==> src/verilog/pipe_pkg.sv <==
package pipe_pkg;

    // Register stages from operand input to result output
    localparam int PIPE_DEPTH = 6;

    // Stage numbers, counted from the input edge
    localparam int STAGE_DECODE = 1;
    localparam int STAGE_ORDER = 2;
    localparam int STAGE_SHIFT = 3;
    localparam int STAGE_ADD = 4;
    localparam int STAGE_NORM = 5;
    localparam int STAGE_PACK = 6;

endpackage

==> src/verilog/posit_fmt_pkg.sv <==
package posit_fmt_pkg;

    // Default posit format, overridden through the adder parameters
    localparam int POSIT_WIDTH = 8;
    localparam int POSIT_ES = 1;

    // Ceiling of log2, enough bits to count a regime run
    function automatic int regime_width(input int width);
        int bits;
        bits = 0;
        while ((1 << bits) < width)
        begin
            bits = bits + 1;
        end
        return bits;
    endfunction

    // Signed scale: regime times 2^es plus exponent
    // Two spare bits cover the sign and the normalisation swing
    function automatic int scale_width(input int width, input int es);
        return regime_width(width) + es + 2;
    endfunction

endpackage
==> src/verilog/posit_adder.sv <==
`timescale 1ns/100ps

module posit_adder #(
    parameter int N = posit_fmt_pkg::POSIT_WIDTH,
    parameter int ES = posit_fmt_pkg::POSIT_ES
) (
    input  logic         aclk,
    input  logic         rst_i,
    input  logic         start_i,
    input  logic [N-1:0] operand_a_i,
    input  logic [N-1:0] operand_b_i,
    output logic [N-1:0] result_o,
    output logic         inf_o,
    output logic         zero_o,
    output logic         done_o
);

    import posit_fmt_pkg::*;

    localparam int SW = scale_width(N, ES);

    // Decoded operands, stage 1
    logic                 sign_a;
    logic                 sign_b;
    logic signed [SW-1:0] scale_a;
    logic signed [SW-1:0] scale_b;
    logic [N-ES-1:0]      frac_a;
    logic [N-ES-1:0]      frac_b;
    logic [N-2:0]         magnitude_a;
    logic [N-2:0]         magnitude_b;

    // Ordered and aligned, stage 3
    logic                 large_sign;
    logic                 effective_sub;
    logic signed [SW-1:0] large_scale;
    logic [N-1:0]         large_frac;
    logic [N-1:0]         small_frac;

    // Normalised sum, stage 5
    logic [N-1:0]         sum_frac;
    logic signed [SW-1:0] sum_scale;
    logic                 sum_nonzero;
    logic                 sum_sign;

    // Packed result, stage 6
    logic [N-1:0]         packed_sum;

    posit_decode #(
        .N(N),
        .ES(ES)
    ) decode_a_i (
        .aclk(aclk),
        .operand_i(operand_a_i),
        .sign_o(sign_a),
        .scale_o(scale_a),
        .frac_o(frac_a),
        .magnitude_o(magnitude_a)
    );

    posit_decode #(
        .N(N),
        .ES(ES)
    ) decode_b_i (
        .aclk(aclk),
        .operand_i(operand_b_i),
        .sign_o(sign_b),
        .scale_o(scale_b),
        .frac_o(frac_b),
        .magnitude_o(magnitude_b)
    );

    operand_align #(
        .N(N),
        .ES(ES)
    ) align_i (
        .aclk(aclk),
        .sign_a_i(sign_a),
        .sign_b_i(sign_b),
        .scale_a_i(scale_a),
        .scale_b_i(scale_b),
        .frac_a_i(frac_a),
        .frac_b_i(frac_b),
        .magnitude_a_i(magnitude_a),
        .magnitude_b_i(magnitude_b),
        .large_sign_o(large_sign),
        .effective_sub_o(effective_sub),
        .large_scale_o(large_scale),
        .large_frac_o(large_frac),
        .small_frac_o(small_frac)
    );

    mantissa_norm #(
        .N(N),
        .ES(ES)
    ) norm_i (
        .aclk(aclk),
        .effective_sub_i(effective_sub),
        .large_scale_i(large_scale),
        .large_frac_i(large_frac),
        .small_frac_i(small_frac),
        .sign_i(large_sign),
        .sum_frac_o(sum_frac),
        .sum_scale_o(sum_scale),
        .sum_nonzero_o(sum_nonzero),
        .sign_o(sum_sign)
    );

    posit_encode #(
        .N(N),
        .ES(ES)
    ) encode_i (
        .aclk(aclk),
        .sum_frac_i(sum_frac),
        .sum_scale_i(sum_scale),
        .sum_nonzero_i(sum_nonzero),
        .sign_i(sum_sign),
        .packed_o(packed_sum)
    );

    // Raw operands go straight in for special-case classification
    pipe_control #(
        .N(N)
    ) control_i (
        .aclk(aclk),
        .rst_i(rst_i),
        .start_i(start_i),
        .operand_a_i(operand_a_i),
        .operand_b_i(operand_b_i),
        .packed_i(packed_sum),
        .result_o(result_o),
        .inf_o(inf_o),
        .zero_o(zero_o),
        .done_o(done_o)
    );

endmodule

==> src/verilog/pipe_control.sv <==
`timescale 1ns/100ps

module pipe_control #(
    parameter int N = posit_fmt_pkg::POSIT_WIDTH
) (
    input  logic         aclk,
    input  logic         rst_i,
    input  logic         start_i,
    input  logic [N-1:0] operand_a_i,
    input  logic [N-1:0] operand_b_i,
    input  logic [N-1:0] packed_i,
    output logic [N-1:0] result_o,
    output logic         inf_o,
    output logic         zero_o,
    output logic         done_o
);

    import pipe_pkg::*;

    logic                  nar_a;
    logic                  nar_b;
    logic                  zero_a;
    logic                  zero_b;
    logic [PIPE_DEPTH-1:0] start_q;
    logic [PIPE_DEPTH-1:0] inf_q;
    logic [PIPE_DEPTH-1:0] zero_q;

    // NaR is sign only, zero is all clear
    assign nar_a  = operand_a_i[N-1] & ~|operand_a_i[N-2:0];
    assign nar_b  = operand_b_i[N-1] & ~|operand_b_i[N-2:0];
    assign zero_a = ~|operand_a_i;
    assign zero_b = ~|operand_b_i;

    // Strobe and flags ride alongside the datapath, one bit per stage
    // Flags qualified by start so idle slots stay clear
    always_ff @(posedge aclk)
    begin
        if (rst_i)
        begin
            start_q <= '0;
            inf_q   <= '0;
            zero_q  <= '0;
        end
        else
        begin
            start_q <= {start_q[PIPE_DEPTH-2:0], start_i};
            inf_q   <= {inf_q[PIPE_DEPTH-2:0], start_i & (nar_a | nar_b)};
            zero_q  <= {zero_q[PIPE_DEPTH-2:0], start_i & zero_a & zero_b};
        end
    end

    assign done_o = start_q[PIPE_DEPTH-1];
    assign inf_o  = inf_q[PIPE_DEPTH-1];
    assign zero_o = zero_q[PIPE_DEPTH-1];

    // Special cases override the packed sum
    // Idle cycles read as zero
    always_comb
    begin
        if (inf_o)
        begin
            result_o = {1'b1, {(N-1){1'b0}}};
        end
        else if (zero_o || !done_o)
        begin
            result_o = '0;
        end
        else
        begin
            result_o = packed_i;
        end
    end

endmodule

==> src/verilog/posit_encode.sv <==
`timescale 1ns/100ps

module posit_encode #(
    parameter int N = posit_fmt_pkg::POSIT_WIDTH,
    parameter int ES = posit_fmt_pkg::POSIT_ES,
    localparam int SW = posit_fmt_pkg::scale_width(N, ES)
) (
    input  logic                 aclk,
    input  logic [N-1:0]         sum_frac_i,
    input  logic signed [SW-1:0] sum_scale_i,
    input  logic                 sum_nonzero_i,
    input  logic                 sign_i,
    output logic [N-1:0]         packed_o
);

    import posit_fmt_pkg::*;

    localparam int RW = regime_width(N);

    logic                 regime_neg;
    logic signed [SW-1:0] regime_k;
    logic [ES-1:0]        exponent;
    logic signed [SW-1:0] run_len;
    logic [RW-1:0]        shift;
    logic [2*N-1:0]       word;
    logic [2*N-1:0]       shifted;
    logic [N-1:0]         magnitude;

    // Floor split, exponent is always the low bits
    assign regime_k   = sum_scale_i >>> ES;
    assign exponent   = sum_scale_i[ES-1:0];
    assign regime_neg = sum_scale_i[SW-1];

    // k+1 ones for k >= 0, -k zeros below that
    assign run_len = regime_neg ? -regime_k : regime_k + SW'(1);

    // Longer runs give maxpos or zero anyway
    assign shift = (run_len > N - 1) ? RW'(N - 1) : run_len[RW-1:0];

    // Run fill on top, then terminator, exponent and fraction without hidden bit
    assign word = {{N{~regime_neg}}, regime_neg, exponent, sum_frac_i[N-2:ES]};

    // Fill bits enter from the top, low bits truncate
    assign shifted = word >> shift;
    assign magnitude = {1'b0, shifted[N-1:1]};

    // Stage 6 (pack)
    always_ff @(posedge aclk)
    begin
        if (!sum_nonzero_i)
        begin
            packed_o <= '0;
        end
        else if (sign_i)
        begin
            packed_o <= -magnitude;
        end
        else
        begin
            packed_o <= magnitude;
        end
    end

endmodule

==> src/verilog/mantissa_norm.sv <==
`timescale 1ns/100ps

module mantissa_norm #(
    parameter int N = posit_fmt_pkg::POSIT_WIDTH,
    parameter int ES = posit_fmt_pkg::POSIT_ES,
    localparam int SW = posit_fmt_pkg::scale_width(N, ES)
) (
    input  logic                 aclk,
    input  logic                 effective_sub_i,
    input  logic signed [SW-1:0] large_scale_i,
    input  logic [N-1:0]         large_frac_i,
    input  logic [N-1:0]         small_frac_i,
    input  logic                 sign_i,
    output logic [N-1:0]         sum_frac_o,
    output logic signed [SW-1:0] sum_scale_o,
    output logic                 sum_nonzero_o,
    output logic                 sign_o
);

    import posit_fmt_pkg::*;

    // Leading-zero count runs up to N+1
    localparam int LZW = regime_width(N) + 1;

    logic [N:0]           s1_sum;
    logic signed [SW-1:0] s1_scale;
    logic                 s1_sign;
    logic [LZW-1:0]       lead_zeros;
    logic                 lead_found;
    logic signed [SW-1:0] lead_zeros_s;
    logic [N:0]           norm_sum;

    // Stage 4 (add), extra top bit keeps the carry
    always_ff @(posedge aclk)
    begin
        if (effective_sub_i)
        begin
            s1_sum <= {1'b0, large_frac_i} - {1'b0, small_frac_i};
        end
        else
        begin
            s1_sum <= {1'b0, large_frac_i} + {1'b0, small_frac_i};
        end
        s1_scale <= large_scale_i;
        s1_sign  <= sign_i;
    end

    // Leading-one detection from the carry bit down
    always_comb
    begin
        lead_zeros = '0;
        lead_found = 1'b0;
        for (int i = N; i >= 0; i--)
        begin
            if (s1_sum[i])
            begin
                lead_found = 1'b1;
            end
            else if (!lead_found)
            begin
                lead_zeros = lead_zeros + 1'b1;
            end
        end
    end

    assign norm_sum = s1_sum << lead_zeros;
    assign lead_zeros_s = {{(SW-LZW){1'b0}}, lead_zeros};

    // Stage 5 (norm)
    // Hidden bit lands on N-1, lowest sum bit dropped
    // Carry adds one to the scale, each leading zero takes one off
    always_ff @(posedge aclk)
    begin
        sum_frac_o    <= norm_sum[N:1];
        sum_scale_o   <= s1_scale + SW'(1) - lead_zeros_s;
        sum_nonzero_o <= lead_found;
        sign_o        <= s1_sign;
    end

endmodule

==> src/verilog/operand_align.sv <==
`timescale 1ns/100ps

module operand_align #(
    parameter int N = posit_fmt_pkg::POSIT_WIDTH,
    parameter int ES = posit_fmt_pkg::POSIT_ES,
    localparam int SW = posit_fmt_pkg::scale_width(N, ES)
) (
    input  logic                 aclk,
    input  logic                 sign_a_i,
    input  logic                 sign_b_i,
    input  logic signed [SW-1:0] scale_a_i,
    input  logic signed [SW-1:0] scale_b_i,
    input  logic [N-ES-1:0]      frac_a_i,
    input  logic [N-ES-1:0]      frac_b_i,
    input  logic [N-2:0]         magnitude_a_i,
    input  logic [N-2:0]         magnitude_b_i,
    output logic                 large_sign_o,
    output logic                 effective_sub_o,
    output logic signed [SW-1:0] large_scale_o,
    output logic [N-1:0]         large_frac_o,
    output logic [N-1:0]         small_frac_o
);

    import posit_fmt_pkg::*;

    localparam int RW = regime_width(N);

    logic                 a_first;
    logic signed [SW-1:0] large_scale;
    logic signed [SW-1:0] small_scale;
    logic signed [SW-1:0] scale_diff;
    logic [RW-1:0]        shift_sat;

    // Stage 2 (order) registers
    logic                 s1_sign;
    logic                 s1_sub;
    logic signed [SW-1:0] s1_scale;
    logic [N-ES-1:0]      s1_large_frac;
    logic [N-ES-1:0]      s1_small_frac;
    logic [RW-1:0]        s1_shift;

    // Body magnitudes order the same way as the values
    assign a_first = magnitude_a_i >= magnitude_b_i;

    assign large_scale = a_first ? scale_a_i : scale_b_i;
    assign small_scale = a_first ? scale_b_i : scale_a_i;

    // Never negative after the swap
    assign scale_diff = large_scale - small_scale;

    // Anything past N-1 already shifts the fraction out
    assign shift_sat = (scale_diff > N - 1) ? RW'(N - 1) : scale_diff[RW-1:0];

    always_ff @(posedge aclk)
    begin
        s1_sign       <= a_first ? sign_a_i : sign_b_i;
        // Differing signs mean the magnitudes subtract
        s1_sub        <= sign_a_i ^ sign_b_i;
        s1_scale      <= large_scale;
        s1_large_frac <= a_first ? frac_a_i : frac_b_i;
        s1_small_frac <= a_first ? frac_b_i : frac_a_i;
        s1_shift      <= shift_sat;
    end

    // Stage 3 (shift) registers
    // ES guard bits padded below both fractions
    always_ff @(posedge aclk)
    begin
        large_sign_o    <= s1_sign;
        effective_sub_o <= s1_sub;
        large_scale_o   <= s1_scale;
        large_frac_o    <= {s1_large_frac, {ES{1'b0}}};
        // Bits shifted out on the right are dropped
        small_frac_o    <= {s1_small_frac, {ES{1'b0}}} >> s1_shift;
    end

endmodule

==> src/verilog/posit_decode.sv <==
`timescale 1ns/100ps

module posit_decode #(
    parameter int N = posit_fmt_pkg::POSIT_WIDTH,
    parameter int ES = posit_fmt_pkg::POSIT_ES,
    localparam int SW = posit_fmt_pkg::scale_width(N, ES)
) (
    input  logic                 aclk,
    input  logic [N-1:0]         operand_i,
    output logic                 sign_o,
    output logic signed [SW-1:0] scale_o,
    output logic [N-ES-1:0]      frac_o,
    output logic [N-2:0]         magnitude_o
);

    import posit_fmt_pkg::*;

    localparam int RW = regime_width(N);

    logic [N-1:0]         body;
    logic                 regime_bit;
    logic [RW-1:0]        run_len;
    logic                 run_end;
    logic [N-2:0]         rest;
    logic signed [SW-1:0] run_s;
    logic signed [SW-1:0] regime_val;
    logic signed [SW-1:0] scale;

    // Negative posits decode from their two's complement
    assign body = operand_i[N-1] ? -operand_i : operand_i;
    assign regime_bit = body[N-2];

    // Regime run length, counted down from just below the sign
    always_comb
    begin
        run_len = '0;
        run_end = 1'b0;
        for (int i = N - 2; i >= 0; i--)
        begin
            if (!run_end && body[i] == regime_bit)
            begin
                run_len = run_len + 1'b1;
            end
            else
            begin
                run_end = 1'b1;
            end
        end
    end

    // Strip run plus terminating bit
    // Exponent sits at the top of what is left, fraction below it
    assign rest = body[N-2:0] << ({1'b0, run_len} + 1'b1);

    // Run of ones gives k = run-1, run of zeros gives k = -run
    assign run_s = {{(SW-RW){1'b0}}, run_len};
    assign regime_val = regime_bit ? run_s - SW'(1) : -run_s;
    assign scale = (regime_val <<< ES) + $signed({{(SW-ES){1'b0}}, rest[N-2 -: ES]});

    // Stage 1 (decode) register
    always_ff @(posedge aclk)
    begin
        sign_o      <= operand_i[N-1];
        scale_o     <= scale;
        // Hidden bit stays clear for a zero body so it adds nothing
        frac_o      <= {|body[N-2:0], rest[N-2-ES:0]};
        magnitude_o <= body[N-2:0];
    end

endmodule

==> config.mk <==
export PLATFORM = sky130hd
export DESIGN_NAME = posit_adder
export DESIGN_NICKNAME = d
export VERILOG_FILES = /design/src/verilog/pipe_pkg.sv /design/src/verilog/posit_fmt_pkg.sv /design/src/verilog/posit_adder.sv /design/src/verilog/pipe_control.sv /design/src/verilog/posit_encode.sv /design/src/verilog/mantissa_norm.sv /design/src/verilog/operand_align.sv /design/src/verilog/posit_decode.sv
export SDC_FILE = /design/constraint.sdc
export NUM_CORES = 1
export LEC_CHECK = 0
export BUFFER_PORTS_ARGS = -buffer_cell sky130_fd_sc_hd__buf_2
export CORE_ASPECT_RATIO = 1.5
export CORE_MARGIN = 2
export CORE_UTILIZATION = 62
export DETAILED_ROUTE_END_ITERATION = 6
export MAX_ROUTING_LAYER = met4
export PLACE_DENSITY_LB_ADDON = 0.1
export SYNTH_ARGS = -nofsm -noshare
export SYNTH_HDL_FRONTEND = slang
export SYNTH_SLANG_ARGS = --single-unit
==> constraint.sdc <==
create_clock -name aclk -period 6.95 [get_ports aclk]
set_input_delay 1.39 -clock aclk [delete_from_list [all_inputs] [get_ports aclk]]
set_output_delay 1.39 -clock aclk [all_outputs]
set_load 0.03 [all_outputs]
# Word level (Yosys, flattened, before mapping)
# Cells that the tools add are included.
word_totals:
  ff_bits: 147
  wordCells: 188
  out_inout_bits: 11
op_classes:
  n_bitwise: 8
  eq_ne: 12
  n_reduce_logical: 31
  order_cmp: 3
  shifts: 5
  add_sub_neg: 36
  muxes: 62
op_table:
  columns: ["op", "count"]
  rows:
  - ["$mux 4", 16]
  - ["$mux 7", 5]
  - ["$mux 3", 11]
  - ["$add 4x1->4 const B", 7]
  - ["$reduce_or 7->1", 4]
  - ["$add 3x1->3 const B", 8]
  - ["$mux 1", 20]
  - ["$mux 6", 3]
  - ["$mux 8", 2]
  - ["$reduce_or 8->1", 2]
  - ["$shr 16x3->8", 1]
  - ["$neg 7->7", 2]
  - ["$shl 7x4->7", 2]
  - ["$logic_not 1->1", 13]
  - ["$add 6x2->6", 2]
  - ["$eq 1x1->1", 12]
  - ["$gt 6x4->1 const B", 2]
  - ["$logic_and 1x1->1", 10]
  - ["$mux 5", 2]
  - ["$neg 3->5", 2]
  - ["$add 8x8->9", 1]
  - ["$mux 9", 1]
  - ["$shl 9x4->8", 1]
  - ["$sub 8x8->9", 1]
  - ["19 further kinds", 27]

# Depth between registers and ports, before layout
# Gate-level depths: netlist of run 1.
depth:
  depth_word: 26
  depth_mapped: 24

# Modules after synthesis
# A second synthesis of run 1 with hierarchy kept.
unflattened:
  cells_unflattened: 940
  hier_area_um2: 8588.2
modules_own_cells:
  columns: ["module", "area_each_um2", "seq_area_each_um2", "instances", "cells_per_inst"]
  rows:
  - ["operand_align", 2050.7, 960.9, 1, 195]
  - ["mantissa_norm", 2037.0, 640.6, 1, 226]
  - ["posit_decode (decode_a_i)", 1571.5, 420.4, 1, 180]
  - ["posit_decode (decode_b_i)", 1387.6, 420.4, 1, 160]
  - ["posit_encode", 917.1, 160.2, 1, 123]
  - ["pipe_control", 624.3, 360.3, 1, 56]

# Least setup slack after synthesis of run 1
# OpenSTA, ideal clock, no wires.
synth_timing:
  kind: "flip-flop to flip-flop"
  from: "reg norm_i.s1_sum[7]"
  to: "reg norm_i.sum_scale_o[5]"
  setup_slack_ns: 1.820
  stages_incl_launch_ff: 25
  period_less_slack_ns: 5.130
  setup_ns: 0.120
  n_path_buf: 0
  t_arrival_ns: 5.010
  cell_sequence: "dfxtp_1 nor2b_1 ha_1 mux2i_2 inv_1 ha_1 nand2b_1 a21boi_0 a31oi_1 nor2_1 a21oi_1 ha_1 nor2b_1 a31oi_1 a2bb2oi_1 ha_1 nor2b_1 xnor2_1 nor4_1 xnor2_1 ha_1 fa_1 a21o_1 a21oi_1 xnor2_1"
synth_via:
  elab_chain_len: 23
synth_rtl:
  columns: ["item", "line", "rtl"]
  rows:
  - ["from (decl)", "mantissa_norm.sv:25", "logic [N:0] s1_sum;"]
  - ["from (signal assigned)", "mantissa_norm.sv:38", "s1_sum <= {1'b0, large_frac_i} - {1'b0, small_frac_i};"]
  - ["from (signal assigned)", "mantissa_norm.sv:42", "s1_sum <= {1'b0, large_frac_i} + {1'b0, small_frac_i};"]
  - ["$mux 4", "mantissa_norm.sv:55", "if (s1_sum[i])"]
  - ["$add 4x1->4", "mantissa_norm.sv:61", "lead_zeros = lead_zeros + 1'b1;"]
  - ["$mux 4", "mantissa_norm.sv:59", "else if (!lead_found)"]
  - ["$mux 4", "mantissa_norm.sv:55", null]
  - ["$add 4x1->4", "mantissa_norm.sv:61", null]
  - ["$mux 4", "mantissa_norm.sv:59", null]
  - ["$mux 4", "mantissa_norm.sv:55", null]
  - ["$add 4x1->4", "mantissa_norm.sv:61", null]
  - ["[7 not listed]", null, null]
  - ["$mux 4", "mantissa_norm.sv:55", null]
  - ["$add 4x1->4", "mantissa_norm.sv:61", null]
  - ["$mux 4", "mantissa_norm.sv:59", null]
  - ["$mux 4", "mantissa_norm.sv:55", null]
  - ["$add 4x1->4", "mantissa_norm.sv:61", null]
  - ["$mux 4", "mantissa_norm.sv:59", null]
  - ["$mux 4 *", "mantissa_norm.sv:55", null]
  - ["$sub 6x5->6 *", "mantissa_norm.sv:75", "sum_scale_o <= s1_scale + SW'(1) - lead_zeros_s;"]
  - ["to (signal assigned)", "mantissa_norm.sv:75", null]
  - ["to (decl)", "mantissa_norm.sv:15", "output logic signed [SW-1:0] sum_scale_o,"]
# Mark *: on every way between the ends. The rest lies on a longest branch, timed or not.
# A chain may end at the register's enable or synchronous reset.

# Worst setup path after layout of run 1
# Same ends and word-level chain as after synthesis.

==> results.json, run 1 <==
{
  "synth-seq-cells": 145,
  "end_kind": "register",
  "core_area_um2": 12000,
  "synth.net_count": 884,
  "power.density_nw_per_um2": 480,
  "track_usage": 0.261,
  "p_leak_nw": 3.64,
  "worstPathMaxFanout": 10,
  "boundaryPins": 30,
  "antenna_found_initial": 0,
  "hold_start": "align_i.s1_scale[1]",
  "pre_cts_ws_ns": 1.19,
  "synth_cells": 812,
  "synthTopCellsByArea": "dfxtp_1, ha_1, mux2_2",
  "crit_path_frequent_cell": "ha_1",
  "clock-root-buffer": "clkbuf_16",
  "die_h_um": 140,
  "synth_area_um2": 7650,
  "ys_seq_area_frac": 0.379,
  "final-hold-violation-count": 0,
  "status": "finished clean",
  "drtAntennaViolNets": 0,
  "vias": 5874,
  "cap_viol_max_count": 0,
  "drc_errors": 0,
  "top_regs": "norm_i.s1_sum x9, align_i.small_frac_o x8, encode_i.packed_o x8",
  "grt_pass1_vias": 5969,
  "clock_latency_ns": 0.41,
  "io_buffers": 29,
  "r2r_slack_ns": 1.13,
  "drt_first_pass_iters": 4,
  "htreeDepth": 4,
  "relSlewSlack": 0.380,
  "clkTransAtPathRegs_ns": 0.06,
  "synth_top_area_cell": "dfxtp_1",
  "start_util": 0.637,
  "cts_made_buffers": 17,
  "hold_buffers": 0,
  "diodes": 0,
  "place_congestion": 0.901,
  "worst_r2r_path_depth": 24,
  "viasPerCell": 5.89,
  "holdPathEnd": "align_i.large_scale_o[1]",
  "synthTopCellsByCount": "dfxtp_1, nor2_1, inv_1",
  "cts_tree": "done",
  "rows": 49,
  "crit-reg2reg-capture": "norm_i.sum_scale_o[5]",
  "dp_hpwl_um": 12000,
  "largest-register": "norm_i.s1_sum",
  "wl_um": 16000,
  "fmax_mhz": 172,
  "worstPathCellList": "nor2b_1 -> ha_1 -> mux2i_2 -> inv_1 -> ha_1 -> nand2b_1 -> a21boi_0 -> a31oi_1 -> nor2_1 -> a21oi_1 -> ha_1 -> nor2b_1 -> a31oi_1 -> a2bb2oi_1 -> ha_1 -> nor2b_1 -> xnor2_1 -> nor4_1 -> xnor2_1 -> ha_1 -> fa_1 -> a21o_1 -> a21oi_1 -> xnor2_1",
  "hold_class": "register to register",
  "syn2layout_area_growth_pct": 10.3,
  "grt_max_degree": 31,
  "critPathSlowestCell": "xnor2_1",
  "synth-main-ff-cell": "dfxtp_1",
  "critPathArrivalTime_ns": 6.12,
  "die_area_um2": 13300,
  "slowest_delay_ns": 0.53,
  "synth_edf_count": 0,
  "finalClockSkew_ns": 0.00596,
  "worst_pin_slew_ns": 0.903,
  "cts_resized": 0,
  "fin_ws_ns": 1.13,
  "ys_types": 87,
  "fin_nets": 904,
  "largest_reg_flops": 9,
  "avgSynthCellArea_um2": 9.43,
  "vdd_drop_max_v": 0.000232,
  "min_period_over_period": 0.837,
  "maxSlewViolCount": 0,
  "fillers": 969,
  "rr_startpoint": "norm_i.s1_sum[7]",
  "wl_per_cell_um": 16.0,
  "finalSetupTns_ns": 0,
  "setup_violations": 0,
  "postSynth.asyncResetShare": 0,
  "whs_ns": 0.325,
  "clock-sinks": 145,
  "critical_path_class": "register to register",
  "rsz0062_at_grt": "no",
  "crit_required_ns": 7.25,
  "dieWidth_um": 94.7,
  "drive_gt1_frac": 0.149,
  "overflow": 0,
  "netlist.area_leader.share": 0.379,
  "startpoint_type": "register",
  "clockBufferDepth": 2,
  "grt_pass1_wl_um": 26600,
  "drt_iter0_drc": 282,
  "synth_warnings": 0,
  "fin_crit_ns": 5.82,
  "whs_path_depth": 0,
  "synth_most_common_cell": "dfxtp_1",
  "post-cts-setup-buffers": 0
}
-- per-stage QoR --
step	total power (W)	area (µm²)	util	cells
global placement	0.00308	7870	0.655	966
CTS	0.00406	8450	0.703	998
floorplan	0.00276	7650	-	812
detailed placement	0.00316	7870	0.655	966
global route	0.00434	8450	0.703	998
finish	0.00406	8450	0.703	998
-- critical path, delay by kind of cell, from the launching register on --
kind            cells  cell delay [ns]
fa+ha+maj           6             1.98
compound gates      7             1.17
xor+xnor            3             0.78
simple gates        6             0.76
flops               1             0.44
mux                 1             0.42
buf+inv             1             0.16
-- final cells by class --
type                    count  area [µm²]  share of cell area
multi-input cells         575        4390               0.519
flip-flops and latches    145        2900               0.344
inverters                  63         236              0.0280
clock inverters            11         105              0.0124
repair buffers             30         153              0.0181
well taps                 153         191              0.0227
clock buffers              21         470              0.0557
-- power by group --
| part | switching (W) | total (W) | internal [W] | leakage, nW |
|---|---|---|---|---|
| logic | 0.000993 | 0.00183 | 0.000840 | 2.15 |
| registers | 0.000244 | 0.00135 | 0.00111 | 1.21 |
| clock network | 0.000348 | 0.000870 | 0.000522 | 0.272 |
-- logic make-up (layout without fill, tap and decap cells) --
group | count (synthesis) | count (layout) | synth area share
simple gates | 233 | 233 | 0.166
compound gates | 182 | 182 | 0.166
flops | 145 | 145 | 0.379
buf+inv | 92 | 125 | 0.0476
mux | 59 | 59 | 0.0937
fa+ha+maj | 57 | 57 | 0.0948
xor+xnor | 44 | 44 | 0.0523
-- how the worst max path moves through the flow --
stage | startpoint | endpoint | cells after the start
after floorplan | norm_i.s1_sum[7] | norm_i.sum_scale_o[5] | 24
after global placement | operand_a_i[0] | decode_a_i.frac_o[4] | 14
after detailed placement | norm_i.s1_sum[7] | norm_i.sum_scale_o[5] | 24
after CTS | norm_i.s1_sum[7] | norm_i.sum_scale_o[5] | 24
after global routing | norm_i.s1_sum[7] | norm_i.sum_scale_o[5] | 24
final | norm_i.s1_sum[7] | norm_i.sum_scale_o[5] | 24
-- metal layers --
layer | GRT usage | part of all wire
met1 | 0.246 | 0.36
met2 | 0.492 | 0.57
met3 | 0.0420 | 0.036
met4 | 0.132 | 0.039
met5 | - | 0
-- cell usage in the layout, fill, tap and decap left out, types with 5 or more instances in the layout --
| cell type | Yosys | routed |
|---|---|---|
| xor2_1 | 19 | 19 |
| o22ai_1 | 7 | 7 |
| and2_1 | 11 | 11 |
| o211ai_1 | 5 | 5 |
| mux4_2 | 6 | 6 |
| nor2b_1 | 28 | 28 |
| inv_1 | 55 | 55 |
| o21ai_0 | 26 | 26 |
| nand3_1 | 12 | 12 |
| a211oi_1 | 13 | 13 |
| inv_2 | 8 | 8 |
| mux2i_1 | 23 | 23 |
| o21a_1 | 5 | 5 |
| a31oi_1 | 9 | 9 |
| xnor2_1 | 23 | 23 |
| o21ai_1 | 8 | 8 |
| clkbuf_16 | 0 | 17 |
| mux2_2 | 28 | 28 |
| nand2_1 | 33 | 33 |
| ha_1 | 50 | 50 |
| a21oi_1 | 43 | 43 |
| buf_2 | 3 | 29 |
| a22oi_1 | 6 | 6 |
| nand2b_1 | 22 | 22 |
| dfxtp_1 | 145 | 145 |
| a21o_1 | 7 | 7 |
| nor4_1 | 7 | 7 |
| nor2_1 | 59 | 59 |
| nor3_1 | 24 | 24 |
| or3_1 | 6 | 6 |
(Power assumes the default switching activity.)
==> inputs of run 2 (changes only) <==
--- a/config.mk
+++ b/config.mk
@@ -5,10 +5,11 @@
 export SDC_FILE = /design/constraint.sdc
 export NUM_CORES = 1
 export LEC_CHECK = 0
+export ABC_AREA = 1
 export BUFFER_PORTS_ARGS = -buffer_cell sky130_fd_sc_hd__buf_2
 export CORE_ASPECT_RATIO = 1.5
 export CORE_MARGIN = 2
-export CORE_UTILIZATION = 62
+export CORE_UTILIZATION = 56
 export DETAILED_ROUTE_END_ITERATION = 6
 export MAX_ROUTING_LAYER = met4
 export PLACE_DENSITY_LB_ADDON = 0.1
==> constraint.sdc (replaced) <==
create_clock -name aclk -period 4.7 [get_ports aclk]
set_input_delay 0.94 -clock aclk [delete_from_list [all_inputs] [get_ports aclk]]
set_output_delay 0.94 -clock aclk [all_outputs]
set_load 0.03 [all_outputs]
==> run 2 against run 1 <==
Effect of this change:
- power up 51%
- clock-buffer cell count down 1
- first-iteration DRC count shrank 30%
- hold slack got worse by 0.0030 ns
- largest power group unchanged
- non-clock buffer count is 11 higher
- critical path type unchanged
- sequential share of layout area decreased by 0.85 points
- final cell count is 26% higher
- global-route usage decreased by 4.2 points
- cell area up 2.6%
- routed wire length fell by 9.3%
==> results.json, run 2 <==
{
  "status": "finished clean",
  "start_util": 0.570,
  "synth_cells": 1037,
  "antenna_found_initial": 0,
  "multi_input_area_um2": 4020,
  "clkPwrFrac": 0.222,
  "synth_warnings": 0,
  "die_h_um": 147,
  "syn2layout_area_growth_pct": 13.6,
  "postSynth.asyncResetShare": 0,
  "fin_crit_ns": 4.47,
  "layout_common_cells": "nand2_1, inv_1, dfxtp_1",
  "boundaryPins": 30,
  "avgSynthCellArea_um2": 7.36,
  "synth-seq-cells": 145,
  "startpoint_type": "register",
  "utilization": 0.647,
  "synthTopCellsByArea": "dfxtp_1, nand2_1, ha_1",
  "p_leak_nw": 4.44,
  "grt_max_degree": 49,
  "track_usage": 0.218,
  "critPathArrivalTime_ns": 4.81,
  "largest_reg_flops": 9,
  "final_common_cell": "nand2_1",
  "drt_iter0_drc": 197,
  "cellInternalPower_w": 0.00360,
  "synth-main-ff-cell": "dfxtp_1",
  "dieWidth_um": 99.3,
  "rows": 52,
  "synthTopCellsByCount": "nand2_1, inv_1, dfxtp_1",
  "cap_viol_max_count": 0,
  "place_area_um2": 7970,
  "finalClockSkew_ns": 0.00779,
  "pwr-share-seq": 0.305,
  "vdd_drop_max_v": 0.000259,
  "min_period_over_period": 0.951,
  "slowest_delay_ns": 0.36,
  "end_kind": "register",
  "fin_nets": 1154,
  "worstPathMaxFanout": 4,
  "largest-register": "norm_i.s1_sum",
  "synth_most_common_cell": "nand2_1",
  "clock_latency_ns": 0.42,
  "setup_violations": 0,
  "fmax_mhz": 224,
  "power.share.switching": 0.412,
  "rsz0062_at_grt": "yes",
  "ys_types": 47,
  "grt_pass1_wl_um": 25100,
  "power.density_nw_per_um2": 706,
  "clock-sinks": 145,
  "crit_required_ns": 5.04,
  "place_congestion": 0.861,
  "io_buffers": 29,
  "dp_hpwl_um": 11200,
  "fillers": 1204,
  "top_regs": "norm_i.s1_sum x9, align_i.small_frac_o x8, encode_i.packed_o x8",
  "wl_per_cell_um": 11.5,
  "whs_ns": 0.322,
  "ys_seq_area_frac": 0.380,
  "final-hold-violation-count": 0,
  "clockBufferDepth": 2,
  "diodes": 0,
  "drtAntennaViolNets": 0,
  "finalSetupTns_ns": 0,
  "netlist.area_leader.share": 0.380,
  "comb_power_share": 0.473,
  "maxSlewViolCount": 0,
  "viasPerCell": 4.92,
  "clock-root-buffer": "clkbuf_16",
  "core_area_um2": 13400,
  "die_area_um2": 14600,
  "critical_path_class": "register to register",
  "cts_made_buffers": 17,
  "hold_class": "register to register",
  "drive_gt1_frac": 0.156,
  "critPathSlowestCell": "fa_2",
  "drc_errors": 0,
  "relSlewSlack": 0.692,
  "overflow": 0,
  "fin_area_um2": 8670,
  "p_sw_w": 0.00252,
  "grt_pass1_vias": 5916,
  "vias": 6188,
  "worst_pin_slew_ns": 0.460,
  "cts_tree": "done",
  "seqCellArea_um2": 2910,
  "htreeDepth": 4,
  "synth_top_area_cell": "dfxtp_1",
  "wl_um": 14500,
  "synth.net_count": 1109,
  "clkTransAtPathRegs_ns": 0.06,
  "synth_area_um2": 7630,
  "synth_edf_count": 0,
  "drt_first_pass_iters": 5
}
-- run 2: cell types whose count changed after synthesis, moves of 28 or more --
cell / previous run / this run
o21ai_0: 26 / 54
nand3_1: 12 / 83
nor2_1: 59 / 94
nand2_1: 33 / 223
nor2b_1: 28 / 0
inv_1: 55 / 164
-- run 2: final timing paths --
kind	startpoint	end	slack (ns)	cells after the start
setup / recovery	norm_i.s1_sum[7]	norm_i.sum_scale_o[5]	0.23	30
hold / removal	align_i.large_scale_o[4]	norm_i.s1_scale[4]	0.32	0
setup reg to reg	norm_i.s1_sum[7]	norm_i.sum_scale_o[5]	0.23	30
hold reg to reg	align_i.large_scale_o[4]	norm_i.s1_scale[4]	0.32	0
-- run 2: area by class of cell --
class / instances / area share
clock buffers: 20 / 0.0515
clock inverters: 12 / 0.0183
inverters: 186 / 0.0808
multi-input cells: 691 / 0.464
flip-flops and latches: 145 / 0.335
well taps: 162 / 0.0234
repair buffers: 41 / 0.0271
-- run 2: through the flow --
step	power [W]	setup WS [ns]	cells
after floorplan	0.00401	0.00455	1037
after global placement	0.00457	0.0552	1221
after detailed placement	0.00462	-0.0284	1221
after CTS	0.00603	0.00640	1253
after global routing	0.00670	-0.0383	1257
final	0.00612	0.229	1257
-- run 2: what timing repair did --
action / in CTS / in global routing
buffers inserted: 0 / 4
endpoints found under the setup margin: 1 / 2
pin swaps: 0 / 21
hold buffers: 0 / 0
gates resized for setup: 2 / 18
cloned: 0 / 0
-- run 2: cells by family (layout without fill, tap and decap cells) --
kind of cell / Yosys count / after routing / share of synthesized area
XOR/XNOR: 25 / 25 / 0.0306
AND/OR/NAND/NOR: 480 / 480 / 0.295
AO/OA/AOI/OAI: 126 / 126 / 0.0924
buffers and inverters: 201 / 259 / 0.102
flip-flops: 145 / 145 / 0.380
adder cells (fa/ha/maj): 53 / 53 / 0.0898
multiplexers: 7 / 7 / 0.00951
-- run 2: power groups by stage --
| stage | registers, W | logic [W] | clock network (W) |
|---|---|---|---|
| after detailed placement | 0.00189 | 0.00273 | 0 |
| after global placement | 0.00188 | 0.00269 | 0 |
| final | 0.00187 | 0.00289 | 0.00136 |
| after CTS | 0.00186 | 0.00278 | 0.00138 |
| after global routing | 0.00191 | 0.00334 | 0.00144 |
| after floorplan | 0.00181 | 0.00219 | 0 |
-- run 2: metal layers --
layer  vias up  GRT usage  wire (µm)
li1       3354          -          -
met1      2712      0.207       5420
met2        89      0.417       8250
met3        33     0.0385        348
met4         0      0.100        469
met5         -          -          0
-- run 2: critical path: cells and delay by family (launching register included) --
family | cells | cell delay, ns
adder cells (fa/ha/maj) | 7 | 1.80
AND/OR/NAND/NOR | 12 | 1.14
AO/OA/AOI/OAI | 5 | 0.68
flip-flops | 1 | 0.33
buffers and inverters | 5 | 0.29
XOR/XNOR | 1 | 0.15
